===== src/hw/cpu4_pkg.sv =====
package cpu4_pkg;

  // Every instruction takes the same number of clocks
  localparam int num_phases = 7;
  localparam logic [2:0] latch_phase = 3'd1;
  localparam logic [2:0] write_phase = 3'd5;
  localparam logic [2:0] last_phase = 3'(num_phases - 1);

  typedef enum logic [3:0] {
    op_nop,
    op_ld,
    op_add,
    op_and,
    op_or,
    op_xor,
    op_fan,
    op_jp,
    op_jpc,
    op_jpz,
    op_ldx,
    op_ldy
  } op_e;

  // Operand code used by both the r and q fields
  typedef enum logic [1:0] {
    sel_a,
    sel_b,
    sel_mx,
    sel_my
  } reg_sel_e;

  typedef struct packed {
    op_e        op;
    reg_sel_e   dst;
    reg_sel_e   src;
    logic       use_imm;
    logic [3:0] imm;
    logic [7:0] target;
  } decoded_t;

  typedef struct packed {
    logic carry;
    logic zero;
  } flags_t;

  // Immediate forms, r in bits 5:4 and i in bits 3:0
  localparam logic [11:0] add_ri_base = 12'hC00;
  localparam logic [11:0] and_ri_base = 12'hC80;
  localparam logic [11:0] or_ri_base  = 12'hCC0;
  localparam logic [11:0] xor_ri_base = 12'hD00;
  localparam logic [11:0] fan_ri_base = 12'hD80;
  localparam logic [11:0] ld_ri_base  = 12'hE00;
  localparam logic [11:0] ri_mask     = 12'hFC0;

  // Register forms, r in bits 3:2 and q in bits 1:0
  localparam logic [11:0] add_rq_base = 12'hA80;
  localparam logic [11:0] and_rq_base = 12'hAC0;
  localparam logic [11:0] or_rq_base  = 12'hAD0;
  localparam logic [11:0] xor_rq_base = 12'hAE0;
  localparam logic [11:0] fan_rq_base = 12'hF10;
  localparam logic [11:0] ld_rq_base  = 12'hEC0;
  localparam logic [11:0] rq_mask     = 12'hFF0;

  // Eight-bit operand in the low byte
  localparam logic [11:0] jp_base  = 12'h000;
  localparam logic [11:0] jpc_base = 12'h200;
  localparam logic [11:0] jpz_base = 12'h600;
  localparam logic [11:0] ldx_base = 12'hB00;
  localparam logic [11:0] ldy_base = 12'h800;
  localparam logic [11:0] hi_mask  = 12'hF00;

  localparam logic [11:0] nop_code = 12'hFFB;

endpackage


===== src/hw/cpu4_alu.sv =====
`timescale 1ns/1ps

module cpu4_alu (
  input  cpu4_pkg::op_e    op,
  input  logic [3:0]       a,
  input  logic [3:0]       b,
  input  cpu4_pkg::flags_t flags_in,
  output logic [3:0]       result,
  output cpu4_pkg::flags_t flags_out
);

  logic [4:0] sum;

  assign sum = {1'b0, a} + {1'b0, b};

  // LD and everything outside the ALU group pass b and keep both flags
  always_comb begin
    result    = b;
    flags_out = flags_in;
    case (op)
      cpu4_pkg::op_add: begin
        result          = sum[3:0];
        flags_out.carry = sum[4];
        flags_out.zero  = (sum[3:0] == 4'h0);
      end
      cpu4_pkg::op_and, cpu4_pkg::op_fan: begin
        result         = a & b;
        flags_out.zero = ((a & b) == 4'h0);
      end
      cpu4_pkg::op_or: begin
        result         = a | b;
        flags_out.zero = ((a | b) == 4'h0);
      end
      cpu4_pkg::op_xor: begin
        result         = a ^ b;
        flags_out.zero = ((a ^ b) == 4'h0);
      end
      default: begin
      end
    endcase
  end

endmodule


===== src/hw/cpu4_core.sv =====
`timescale 1ns/1ps

module cpu4_core (
  input  logic        clk,
  input  logic        rst_n,
  output logic [11:0] rom_addr,
  input  logic [11:0] rom_data,
  output logic [7:0]  ram_addr,
  input  logic [3:0]  ram_rdata,
  output logic [3:0]  ram_wdata,
  output logic        ram_we
);

  logic [11:0]        opcode;
  logic               write_en;
  cpu4_pkg::decoded_t dec;
  cpu4_pkg::flags_t   flags;
  cpu4_pkg::flags_t   alu_flags;
  logic [3:0]         dst_val;
  logic [3:0]         src_val;
  logic [3:0]         alu_result;

  // The phase count is only looked at from inside the sequencer
  cpu4_sequencer sequencer (
    .clk      (clk),
    .rst_n    (rst_n),
    .dec      (dec),
    .flags    (flags),
    .rom_addr (rom_addr),
    .rom_data (rom_data),
    .opcode   (opcode),
    .phase    (),
    .write_en (write_en)
  );

  cpu4_decoder decoder (
    .opcode (opcode),
    .dec    (dec)
  );

  cpu4_regs regs (
    .clk        (clk),
    .rst_n      (rst_n),
    .dec        (dec),
    .write_en   (write_en),
    .ram_rdata  (ram_rdata),
    .alu_result (alu_result),
    .alu_flags  (alu_flags),
    .dst_val    (dst_val),
    .src_val    (src_val),
    .flags      (flags),
    .ram_addr   (ram_addr),
    .ram_wdata  (ram_wdata),
    .ram_we     (ram_we)
  );

  cpu4_alu alu (
    .op        (dec.op),
    .a         (dst_val),
    .b         (src_val),
    .flags_in  (flags),
    .result    (alu_result),
    .flags_out (alu_flags)
  );

endmodule


===== src/hw/cpu4_decoder.sv =====
`timescale 1ns/1ps

module cpu4_decoder (
  input  logic [11:0]        opcode,
  output cpu4_pkg::decoded_t dec
);

  logic [11:0]     ri_key;
  logic [11:0]     rq_key;
  logic [11:0]     hi_key;
  logic            ri_hit;
  logic            rq_hit;
  cpu4_pkg::op_e   ri_op;
  cpu4_pkg::op_e   rq_op;

  assign ri_key = opcode & cpu4_pkg::ri_mask;
  assign rq_key = opcode & cpu4_pkg::rq_mask;
  assign hi_key = opcode & cpu4_pkg::hi_mask;

  always_comb begin
    ri_hit = 1'b1;
    case (ri_key)
      cpu4_pkg::add_ri_base: ri_op = cpu4_pkg::op_add;
      cpu4_pkg::and_ri_base: ri_op = cpu4_pkg::op_and;
      cpu4_pkg::or_ri_base:  ri_op = cpu4_pkg::op_or;
      cpu4_pkg::xor_ri_base: ri_op = cpu4_pkg::op_xor;
      cpu4_pkg::fan_ri_base: ri_op = cpu4_pkg::op_fan;
      cpu4_pkg::ld_ri_base:  ri_op = cpu4_pkg::op_ld;
      default: begin
        ri_op  = cpu4_pkg::op_nop;
        ri_hit = 1'b0;
      end
    endcase
  end

  always_comb begin
    rq_hit = 1'b1;
    case (rq_key)
      cpu4_pkg::add_rq_base: rq_op = cpu4_pkg::op_add;
      cpu4_pkg::and_rq_base: rq_op = cpu4_pkg::op_and;
      cpu4_pkg::or_rq_base:  rq_op = cpu4_pkg::op_or;
      cpu4_pkg::xor_rq_base: rq_op = cpu4_pkg::op_xor;
      cpu4_pkg::fan_rq_base: rq_op = cpu4_pkg::op_fan;
      cpu4_pkg::ld_rq_base:  rq_op = cpu4_pkg::op_ld;
      default: begin
        rq_op  = cpu4_pkg::op_nop;
        rq_hit = 1'b0;
      end
    endcase
  end

  // The opcode ranges do not overlap, so the order here is only for clarity
  always_comb begin
    dec         = '0;
    dec.op      = cpu4_pkg::op_nop;
    dec.imm     = opcode[3:0];
    dec.target  = opcode[7:0];
    if (opcode == cpu4_pkg::nop_code) begin
      dec.op = cpu4_pkg::op_nop;
    end else if (ri_hit) begin
      dec.op      = ri_op;
      dec.dst     = cpu4_pkg::reg_sel_e'(opcode[5:4]);
      dec.src     = cpu4_pkg::reg_sel_e'(opcode[5:4]);
      dec.use_imm = 1'b1;
    end else if (rq_hit) begin
      dec.op  = rq_op;
      dec.dst = cpu4_pkg::reg_sel_e'(opcode[3:2]);
      dec.src = cpu4_pkg::reg_sel_e'(opcode[1:0]);
    end else if (hi_key == cpu4_pkg::jp_base) begin
      dec.op = cpu4_pkg::op_jp;
    end else if (hi_key == cpu4_pkg::jpc_base) begin
      dec.op = cpu4_pkg::op_jpc;
    end else if (hi_key == cpu4_pkg::jpz_base) begin
      dec.op = cpu4_pkg::op_jpz;
    end else if (hi_key == cpu4_pkg::ldx_base) begin
      dec.op = cpu4_pkg::op_ldx;
    end else if (hi_key == cpu4_pkg::ldy_base) begin
      dec.op = cpu4_pkg::op_ldy;
    end
  end

endmodule


===== src/hw/cpu4_regs.sv =====
`timescale 1ns/1ps

module cpu4_regs (
  input  logic               clk,
  input  logic               rst_n,
  input  cpu4_pkg::decoded_t dec,
  input  logic               write_en,
  input  logic [3:0]         ram_rdata,
  input  logic [3:0]         alu_result,
  input  cpu4_pkg::flags_t   alu_flags,
  output logic [3:0]         dst_val,
  output logic [3:0]         src_val,
  output cpu4_pkg::flags_t   flags,
  output logic [7:0]         ram_addr,
  output logic [3:0]         ram_wdata,
  output logic               ram_we
);

  logic [3:0] a;
  logic [3:0] b;
  logic [7:0] x;
  logic [7:0] y;
  logic [3:0] src_lat;
  logic       dst_mem;
  logic       src_mem;
  logic       mem_to_mem;
  logic       writes_dst;

  assign dst_mem    = (dec.dst == cpu4_pkg::sel_mx) || (dec.dst == cpu4_pkg::sel_my);
  assign src_mem    = !dec.use_imm &&
                      ((dec.src == cpu4_pkg::sel_mx) || (dec.src == cpu4_pkg::sel_my));
  assign mem_to_mem = dst_mem && src_mem;
  assign writes_dst = (dec.op == cpu4_pkg::op_ld)  || (dec.op == cpu4_pkg::op_add) ||
                      (dec.op == cpu4_pkg::op_and) || (dec.op == cpu4_pkg::op_or)  ||
                      (dec.op == cpu4_pkg::op_xor);

  // With two memory operands the source is read first and held in src_lat,
  // then the address moves to the destination for the write-back cycle
  always_comb begin
    if (dst_mem && (!mem_to_mem || write_en)) begin
      ram_addr = (dec.dst == cpu4_pkg::sel_my) ? y : x;
    end else begin
      ram_addr = (dec.src == cpu4_pkg::sel_my) ? y : x;
    end
  end

  always_comb begin
    case (dec.dst)
      cpu4_pkg::sel_a: dst_val = a;
      cpu4_pkg::sel_b: dst_val = b;
      default:         dst_val = ram_rdata;
    endcase
  end

  always_comb begin
    if (dec.use_imm) begin
      src_val = dec.imm;
    end else if (mem_to_mem) begin
      src_val = src_lat;
    end else begin
      case (dec.src)
        cpu4_pkg::sel_a: src_val = a;
        cpu4_pkg::sel_b: src_val = b;
        default:         src_val = ram_rdata;
      endcase
    end
  end

  assign ram_we    = write_en && writes_dst && dst_mem;
  assign ram_wdata = alu_result;

  always_ff @(posedge clk) begin
    if (!write_en) begin
      src_lat <= ram_rdata;
    end
  end

  always_ff @(posedge clk or negedge rst_n) begin
    if (!rst_n) begin
      a     <= 4'h0;
      b     <= 4'h0;
      x     <= 8'h00;
      y     <= 8'h00;
      flags <= '0;
    end else if (write_en) begin
      case (dec.op)
        cpu4_pkg::op_ldx: x <= dec.target;
        cpu4_pkg::op_ldy: y <= dec.target;
        cpu4_pkg::op_fan: flags <= alu_flags;
        cpu4_pkg::op_ld, cpu4_pkg::op_add, cpu4_pkg::op_and,
        cpu4_pkg::op_or, cpu4_pkg::op_xor: begin
          flags <= alu_flags;
          if (dec.dst == cpu4_pkg::sel_a) a <= alu_result;
          if (dec.dst == cpu4_pkg::sel_b) b <= alu_result;
        end
        default: begin
        end
      endcase
    end
  end

endmodule


===== src/hw/cpu4_sequencer.sv =====
`timescale 1ns/1ps

module cpu4_sequencer (
  input  logic               clk,
  input  logic               rst_n,
  input  cpu4_pkg::decoded_t dec,
  input  cpu4_pkg::flags_t   flags,
  output logic [11:0]        rom_addr,
  input  logic [11:0]        rom_data,
  output logic [11:0]        opcode,
  output logic [2:0]         phase,
  output logic               write_en
);

  logic [11:0] pc;
  logic        jump_taken;

  always_comb begin
    case (dec.op)
      cpu4_pkg::op_jp:  jump_taken = 1'b1;
      cpu4_pkg::op_jpc: jump_taken = flags.carry;
      cpu4_pkg::op_jpz: jump_taken = flags.zero;
      default:          jump_taken = 1'b0;
    endcase
  end

  // PC only moves at the end of the last phase, so the fetch address
  // holds steady for the whole instruction
  always_ff @(posedge clk or negedge rst_n) begin
    if (!rst_n) begin
      phase  <= 3'd0;
      pc     <= 12'h000;
      opcode <= cpu4_pkg::nop_code;
    end else begin
      if (phase == cpu4_pkg::last_phase) begin
        phase <= 3'd0;
        if (jump_taken) begin
          pc <= {pc[11:8], dec.target};
        end else begin
          pc <= pc + 12'd1;
        end
      end else begin
        phase <= phase + 3'd1;
      end
      if (phase == cpu4_pkg::latch_phase) begin
        opcode <= rom_data;
      end
    end
  end

  assign rom_addr = pc;
  assign write_en = (phase == cpu4_pkg::write_phase);

endmodule


===== config.mk =====
export PLATFORM = sky130hd
export DESIGN_NAME = cpu4_core
export DESIGN_NICKNAME = d
export VERILOG_FILES = /design/src/hw/cpu4_pkg.sv /design/src/hw/cpu4_alu.sv /design/src/hw/cpu4_core.sv /design/src/hw/cpu4_decoder.sv /design/src/hw/cpu4_regs.sv /design/src/hw/cpu4_sequencer.sv
export SDC_FILE = /design/constraint.sdc
export NUM_CORES = 1
export LEC_CHECK = 0
export CELL_PAD_IN_SITES_DETAIL_PLACEMENT = 1
export CELL_PAD_IN_SITES_GLOBAL_PLACEMENT = 2
export CORE_MARGIN = 2
export CORE_UTILIZATION = 25
export CTS_BUF_LIST = sky130_fd_sc_hd__clkbuf_8
export DETAILED_ROUTE_END_ITERATION = 12
export DONT_BUFFER_PORTS = 1
export PLACE_DENSITY = 0.65
export SLEW_MARGIN = 30
export SYNTH_ARGS = -nofsm -noshare
export SYNTH_HDL_FRONTEND = slang
export SYNTH_SLANG_ARGS = --single-unit

===== constraint.sdc =====
create_clock -name clk -period 3.65 [get_ports clk]
set_clock_uncertainty 0.2 [all_clocks]
set_input_delay 0.1825 -clock clk [delete_from_list [all_inputs] [get_ports clk]]
set_output_delay 0.1825 -clock clk [all_outputs]
set_load 0.01 [all_outputs]

; ---- Word level (Yosys, flattened, before mapping)
; Cells that the tools add are included.
[word_totals]
regBits = 57
inputBits = 18
out_inout_bits = 25
elab_cells = 116
[op_classes]
n_addsub = 3
n_eq_ne = 37
muxes = 27
bitwise = 4
reduce_logical = 34
[ops]
columns = operator, count
row1 = $eq A8 B8 Y1 const B, 6
row2 = $mux W4, 10
row3 = $mux W8, 5
row4 = $eq A6 B6 Y1 const B, 6
row5 = $pmux W3 S6, 2
row6 = $eq A4 B4 Y1 const B, 6
row7 = $eq A4 B3 Y1 const B, 5
row8 = $reduce_or A6 Y1, 3
row9 = $logic_not A4 Y1, 4
row10 = $pmux W4 S2, 2
row11 = $pmux W4 S4, 1
row12 = $add A12 B1 Y12 const B, 1
row13 = $eq A12 B12 Y1 const B, 1
row14 = $eq A4 B2 Y1 const B, 3
row15 = $logic_not A12 Y1, 1
row16 = $reduce_and A3 Y1, 4
row17 = $eq A2 B2 Y1 const B, 4
row18 = $logic_or A1 B1 Y1, 7
row19 = $eq A3 B3 Y1 const B, 2
row20 = $reduce_and A2 Y1, 3
row21 = $add A4 B4 Y5, 1
row22 = $logic_and A1 B1 Y1, 5
row23 = $mux W5, 1
row24 = $reduce_or A5 Y1, 1
row25 = 16 further kinds, 21

; ---- Depth between registers and ports, before layout
[depth]
word_depth = 18
ltp_mapped = 17
mapped_depth_nobuf = 16

; ---- Modules after synthesis
; A second synthesis with hierarchy kept.
[unflattened]
cells_unflattened = 397
area_unflattened_um2 = 4038.9
[modules_own_cells]
columns = mod, instances, cells_per_inst, area_per_inst_um2, seq_area_each_um2
row1 = cpu4_regs, 1, 126, 1636.6, 770.7
row2 = cpu4_sequencer, 1, 128, 1385.1, 689.4
row3 = cpu4_alu, 1, 72, 543.0, 0.0
row4 = cpu4_decoder, 1, 71, 474.2, 0.0

; ---- Least setup slack after synthesis
; OpenSTA, ideal clock, no wires.
[synth_timing]
path_type = register to register
from = reg sequencer.opcode[9]
to = reg regs.flags[0] (netlist name)
setup_time_ps = 64
arrival_ps = 3717
required_ps = 3386
path_slack_ps = -332
path_stages_with_launch = 17
n_path_buf = 2
period_less_slack_ps = 3982
path_cell_list = dfstp_2 buf_2 buf_4 a211o_1 o41ai_4 and2_1 a21oi_1 mux2i_1 a21oi_1 ha_1 fa_1 xor2_1 or4_1 o21ai_0 o31ai_1 o21ai_0 mux2_2
[synth_via]
elab_chain_cells = 15
elab_cells_between_ends = 71
classes_between = add/sub: 1 / eq/ne: 29 / mux: 20 / bitwise: 3 / reduce/logical: 18
[synth_rtl]
columns = element, line
row1 = "start, declared", cpu4_sequencer.sv:10  ; output logic [11:0] opcode,
row2 = "start signal, assigned", cpu4_sequencer.sv:33  ; opcode <= cpu4_pkg::nop_code;
row3 = "start signal, assigned", cpu4_sequencer.sv:46  ; opcode <= rom_data;
row4 = $eq A8 B8 Y1, cpu4_decoder.sv:38  ; case (rq_key)
row5 = $reduce_or A6 Y1 (no source line), -
row6 = $mux W1, cpu4_decoder.sv:38
row7 = $mux W4, cpu4_decoder.sv:65  ; end else if (rq_hit) begin
row8 = $mux W8, cpu4_decoder.sv:60  ; end else if (ri_hit) begin
row9 = $mux W5, cpu4_decoder.sv:58  ; if (opcode == cpu4_pkg::nop_code) begin
row10 = $eq A2 B2 Y1, cpu4_regs.sv:31  ; ((dec.src == cpu4_pkg::sel_mx) || (dec.src == cpu4_pkg::sel_my));
row11 = $logic_or A1 B1 Y1, cpu4_regs.sv:31
row12 = $logic_and A1 B1 Y1, cpu4_regs.sv:30  ; assign src_mem = !dec.use_imm &&
row13 = $logic_and A1 B1 Y1, cpu4_regs.sv:32  ; assign mem_to_mem = dst_mem && src_mem;
row14 = $mux W4, cpu4_regs.sv:58  ; end else if (mem_to_mem) begin
row15 = $mux W4, cpu4_regs.sv:56  ; if (dec.use_imm) begin
row16 = $add A4 B4 Y5 (tied with other cells), cpu4_alu.sv:14  ; assign sum = {1'b0, a} + {1'b0, b};
row17 = $logic_not A4 Y1 (on tied branches), -
row18 = $pmux W1 S4, cpu4_alu.sv:20  ; case (op)
; Parallel ways exist; a longest one is shown, timed or not.
; A chain may end at the register's enable or synchronous reset.

; ---- Worst setup path in the final report
[layout_timing]
from = reg sequencer.opcode[8]
to = out ram_wdata[3]
[layout_via]
elab_chain_cells = 14
elab_cells_between_ends = 63
classes_between = add/sub: 1 / eq/ne: 28 / mux: 20 / bitwise: 3 / reduce/logical: 11
[layout_rtl]
columns = element, line
row1 = $eq A8 B8 Y1, cpu4_decoder.sv:38
row2 = $reduce_or A6 Y1 (no source line), -
row3 = $mux W1, cpu4_decoder.sv:38
row4 = $mux W4, cpu4_decoder.sv:65
row5 = $mux W8, cpu4_decoder.sv:60
row6 = $mux W5, cpu4_decoder.sv:58
row7 = $eq A2 B2 Y1, cpu4_regs.sv:31
row8 = $logic_or A1 B1 Y1, cpu4_regs.sv:31
row9 = $logic_and A1 B1 Y1, cpu4_regs.sv:30
row10 = $logic_and A1 B1 Y1, cpu4_regs.sv:32
row11 = $mux W4, cpu4_regs.sv:58
row12 = $mux W4, cpu4_regs.sv:56
row13 = $add A4 B4 Y5 (tied with other cells), cpu4_alu.sv:14
row14 = $pmux W4 S4 (*), cpu4_alu.sv:20
row15 = "end, declared", cpu4_core.sv:10  ; output logic [3:0] ram_wdata,
; Every way passes the cells marked *; elsewhere a longest branch is shown, timed or not.

==> flow_metrics.env <==
export IMPL_outcome="complete, but fails checks"
export IMPL_violations="setup timing"
export IMPL_slowest_delay_ns=0.59
export IMPL_synth_compound_area_share_pct=19.7
export IMPL_antenna_found_initial=0
export IMPL_min_period_over_period_pct=110
export IMPL_report_final_slew_viol_count=0
export IMPL_yosys_area_share_simple_pct=18.0
export IMPL_cap_viol_max_count=0
export IMPL_antennaDiodeCount=0
export IMPL_placementRows=44
export IMPL_cts_tree="yes"
export IMPL_initial_core_util_pct=25.8
export IMPL_synth_largest_area_cell="dfrtp_1"
export IMPL_worst_slew_pin_slew_ns=0.803
export IMPL_required_ns=3.27
export IMPL_routabilityCongestion=0.793
export IMPL_cts_buffers=9
export IMPL_cts_sinks=57
export IMPL_hold_viol=0
export IMPL_synth_fa_ha_area_share_pct=3.51
export IMPL_core_um2=14600
export IMPL_synth_most_common_cell="dfrtp_1"
export IMPL_dp_hpwl_mm=8.87
export IMPL_avgSynthCellArea_um2=9.67
export IMPL_finalSetupViolCount=10
export IMPL_gr_total_overflow=0
export IMPL_synthTopCellsByArea="dfrtp_1 28%, mux2_2 12%, dfstp_2 7.6%, a21oi_1 3.4%, o21ai_0 3.2%"
export IMPL_leakage_uw=0.00223
export IMPL_place_area_um2=4440
export IMPL_cpMaxStageDelayCell="dfstp_2"
export IMPL_netlist_area_um2=3780
export IMPL_grt_usage_pct=15.9
export IMPL_drtIter0Drc=169
export IMPL_fin_area_um2=5210
export IMPL_synthArstFlopShare_pct=93.0
export IMPL_htreeDepth=3
export IMPL_timing_worst_setup_path_type="reg -> out"
export IMPL_fmax_ghz=0.249
export IMPL_seqPwrFrac_pct=32.9
export IMPL_grt_setup_unrepaired="true"
export IMPL_syn_nets=419
export IMPL_wl_mm=12.3
export IMPL_cts_root_buf="clkbuf_8"
export IMPL_period_needed_ns=4.01
export IMPL_vias_per_cell=5.11
export IMPL_portBuffers=0
export IMPL_io_pins=43
export IMPL_swShare_pct=35.0
export IMPL_die_h_um=127
export IMPL_path_clk_slew_ns=0.07
export IMPL_crit_path_start="sequencer.opcode[8]$_DFFE_PN1N_"
export IMPL_die_area_um2=16100
export IMPL_synth_flop_cell="dfrtp_1"
export IMPL_drive_above_1_share_pct=40.7
export IMPL_die_x_um=127
export IMPL_path_delay_family="compound AO/OA/AOI/OAI gates"
export IMPL_p_switching_uw=922
export IMPL_ys_warn_count=0
export IMPL_vias=3386
export IMPL_synthMuxAreaShare_pct=13.8
export IMPL_powerDensity_nw_per_um2=506
export IMPL_synth_xor_area_share_pct=1.39
export IMPL_cts_buffer_depth=2
export IMPL_wl_per_cell_um=18.5
export IMPL_min_path_type="in -> async"
export IMPL_p_int_uw=1710
export IMPL_ys_seq_area_share_pct=38.6
export IMPL_grt_pass1_vias=3724
export IMPL_crit_chain="nand4b_1, o22a_2, buf_4, o21a_4, nor4_2, a2111oi_4, inv_1, ha_1, a21oi_2, xnor2_1, a32o_2, a221oi_4, nor2_4"
export IMPL_drc=0
export IMPL_utilization_pct=35.6
export IMPL_crit_arrival_ns=3.63
export IMPL_synth_seq_cells=57
export IMPL_synth_cells=391
export IMPL_relSlewSlack_pct=46.3
export IMPL_critPathLaunchType="flip-flop"
export IMPL_endpoint_kind="primary output"
export IMPL_grt_pass1_wl_mm=20.2
export IMPL_synth_top_area_share_pct=27.8
export IMPL_cp_max_fo=6
export IMPL_fin_nets=502
export IMPL_synth_edff_count=4
export IMPL_ant_nets=0
export IMPL_drt_first_pass_iters=4
export IMPL_grt_max_degree=54
export IMPL_synth_top_family_by_area="compound AO/OA/AOI/OAI gates"
export IMPL_postLayoutSetupSlackWorst_ns=-0.363
export IMPL_worstReg2RegStart="sequencer.opcode[8]$_DFFE_PN1N_"
export IMPL_clock_power_share_pct=28.1
export IMPL_worst_path_buf_inv=2
export IMPL_clock_latency_ns=0.36
export IMPL_area_delta_synth_final_pct=37.8
export IMPL_ir_worst_vdd_uv=145
export IMPL_synthTopCellsByCount="42 x dfrtp_1, 40 x mux2_2, 30 x nor2_1"
export IMPL_power_frac_comb_pct=39.0
export IMPL_yosysUniqueCellTypes=76
[registers in the layout (all words and copies together), names as in the netlist]
name	count
sequencer.rom_addr	12
regs.b	4
regs.y	8
sequencer.phase	3
regs.a	4
regs.flags	2
regs.src_lat	4
regs.x	8
sequencer.opcode	12
[through the flow]
stage               hold slack (ns)  TNS, ns  worst slack [ns]  instances  total power (uW)
global placement             -0.312   -0.230            -0.101        613              1730
global route                  0.166    -3.38            -0.543        663              2810
floorplan                    -0.313        0           0.00714        391              1410
detailed placement           -0.312    -1.29            -0.306        613              1760
finish                        0.157    -1.80            -0.363        663              2640
CTS                           0.136    -1.86            -0.351        661              2610
[worst reg2reg max path: stages (launching register included)]
cell	delay, ns
dfstp_2	0.59
nand4b_1	0.14
o22a_2	0.31
o21ai_4	0.24
a21oi_4	0.12
a2111oi_4	0.46
ha_2	0.29
fa_2	0.47
or4_1	0.53
o21ai_1	0.09
o31ai_1	0.08
o21ai_1	0.15
mux2_2	0.16
[routing by layer]
metal | vias to the layer above | part of all wire, % | routed length [um] | global-route usage (%)
met4 | 0 | 2.2 | 268 | 5.56
met2 | 57 | 48 | 5940 | 27.1
met1 | 1688 | 46 | 5680 | 19.9
met3 | 26 | 3.3 | 404 | 3.67
met5 | - | 0 | 0 | 0
li1 | 1615 | - | - | -
[path summary, 6_finish.rpt]
check                                               endpoint  slack, ns  cells after the start
max in group asynchronous    sequencer.opcode[7]$_DFFE_PN1N_       2.79                      2
min                        sequencer.rom_addr[3]$_DFFE_PN0P_       0.16                      2
min reg2reg                     sequencer.phase[0]$_DFF_PN0_       0.28                      1
max                                             ram_wdata[3]      -0.36                     13
max reg2reg                        regs.flags[0]$_DFFE_PN0P_      -0.24                     12
min in group clk                   regs.src_lat[0]$_DFFE_PN_       0.25                      1
[logic make-up after synthesis]
| kind of cell | count (synthesis) |
|---|---|
| and+or+nand+nor | 126 |
| adders and majority gates | 10 |
| DFF | 57 |
| xor gates and xnor gates | 6 |
| muxes | 47 |
| AOI/OAI and AO/OA | 103 |
| buffers and inverters | 42 |
[layout make-up]
cell class | instances | area (um^2)
clock buffers | 10 | 138
clock inverters | 6 | 106
fillers | 1664 | 9430
inverters | 22 | 82.6
multi-input cells | 292 | 2410
flip-flops and latches | 57 | 1460
well taps | 184 | 230
repair buffers | 92 | 781
[placed cells by master (no fill, tap or decap), types with 7 or more instances in the layout]
master / count
a21oi_1: 21
buf_4: 69
clkbuf_8: 10
dfrtp_1: 42
dfstp_2: 11
dlygate4sd3_1: 17
ha_1: 7
inv_1: 22
mux2_2: 39
nand2_1: 20
nand3_1: 16
nor2_1: 26
o21ai_0: 21
[power groups by stage]
stage	clock network [uW]	logic (uW)	registers [uW]
2_1_floorplan	0	576	834
6_report	740	1030	867
4_1_cts	760	986	865
3_5_place_dp	0	884	875
3_3_place_gp	0	859	869
5_1_grt	789	1140	884
[repair_timing]
item,CTS,global route
endpoints found under the setup margin,8,11
hold buffers,18,0
endpoints found under the hold margin,69,0
gates resized for setup,24,17
setup buffers,14,3
pin swaps,28,14
(Power assumes the default switching activity.)
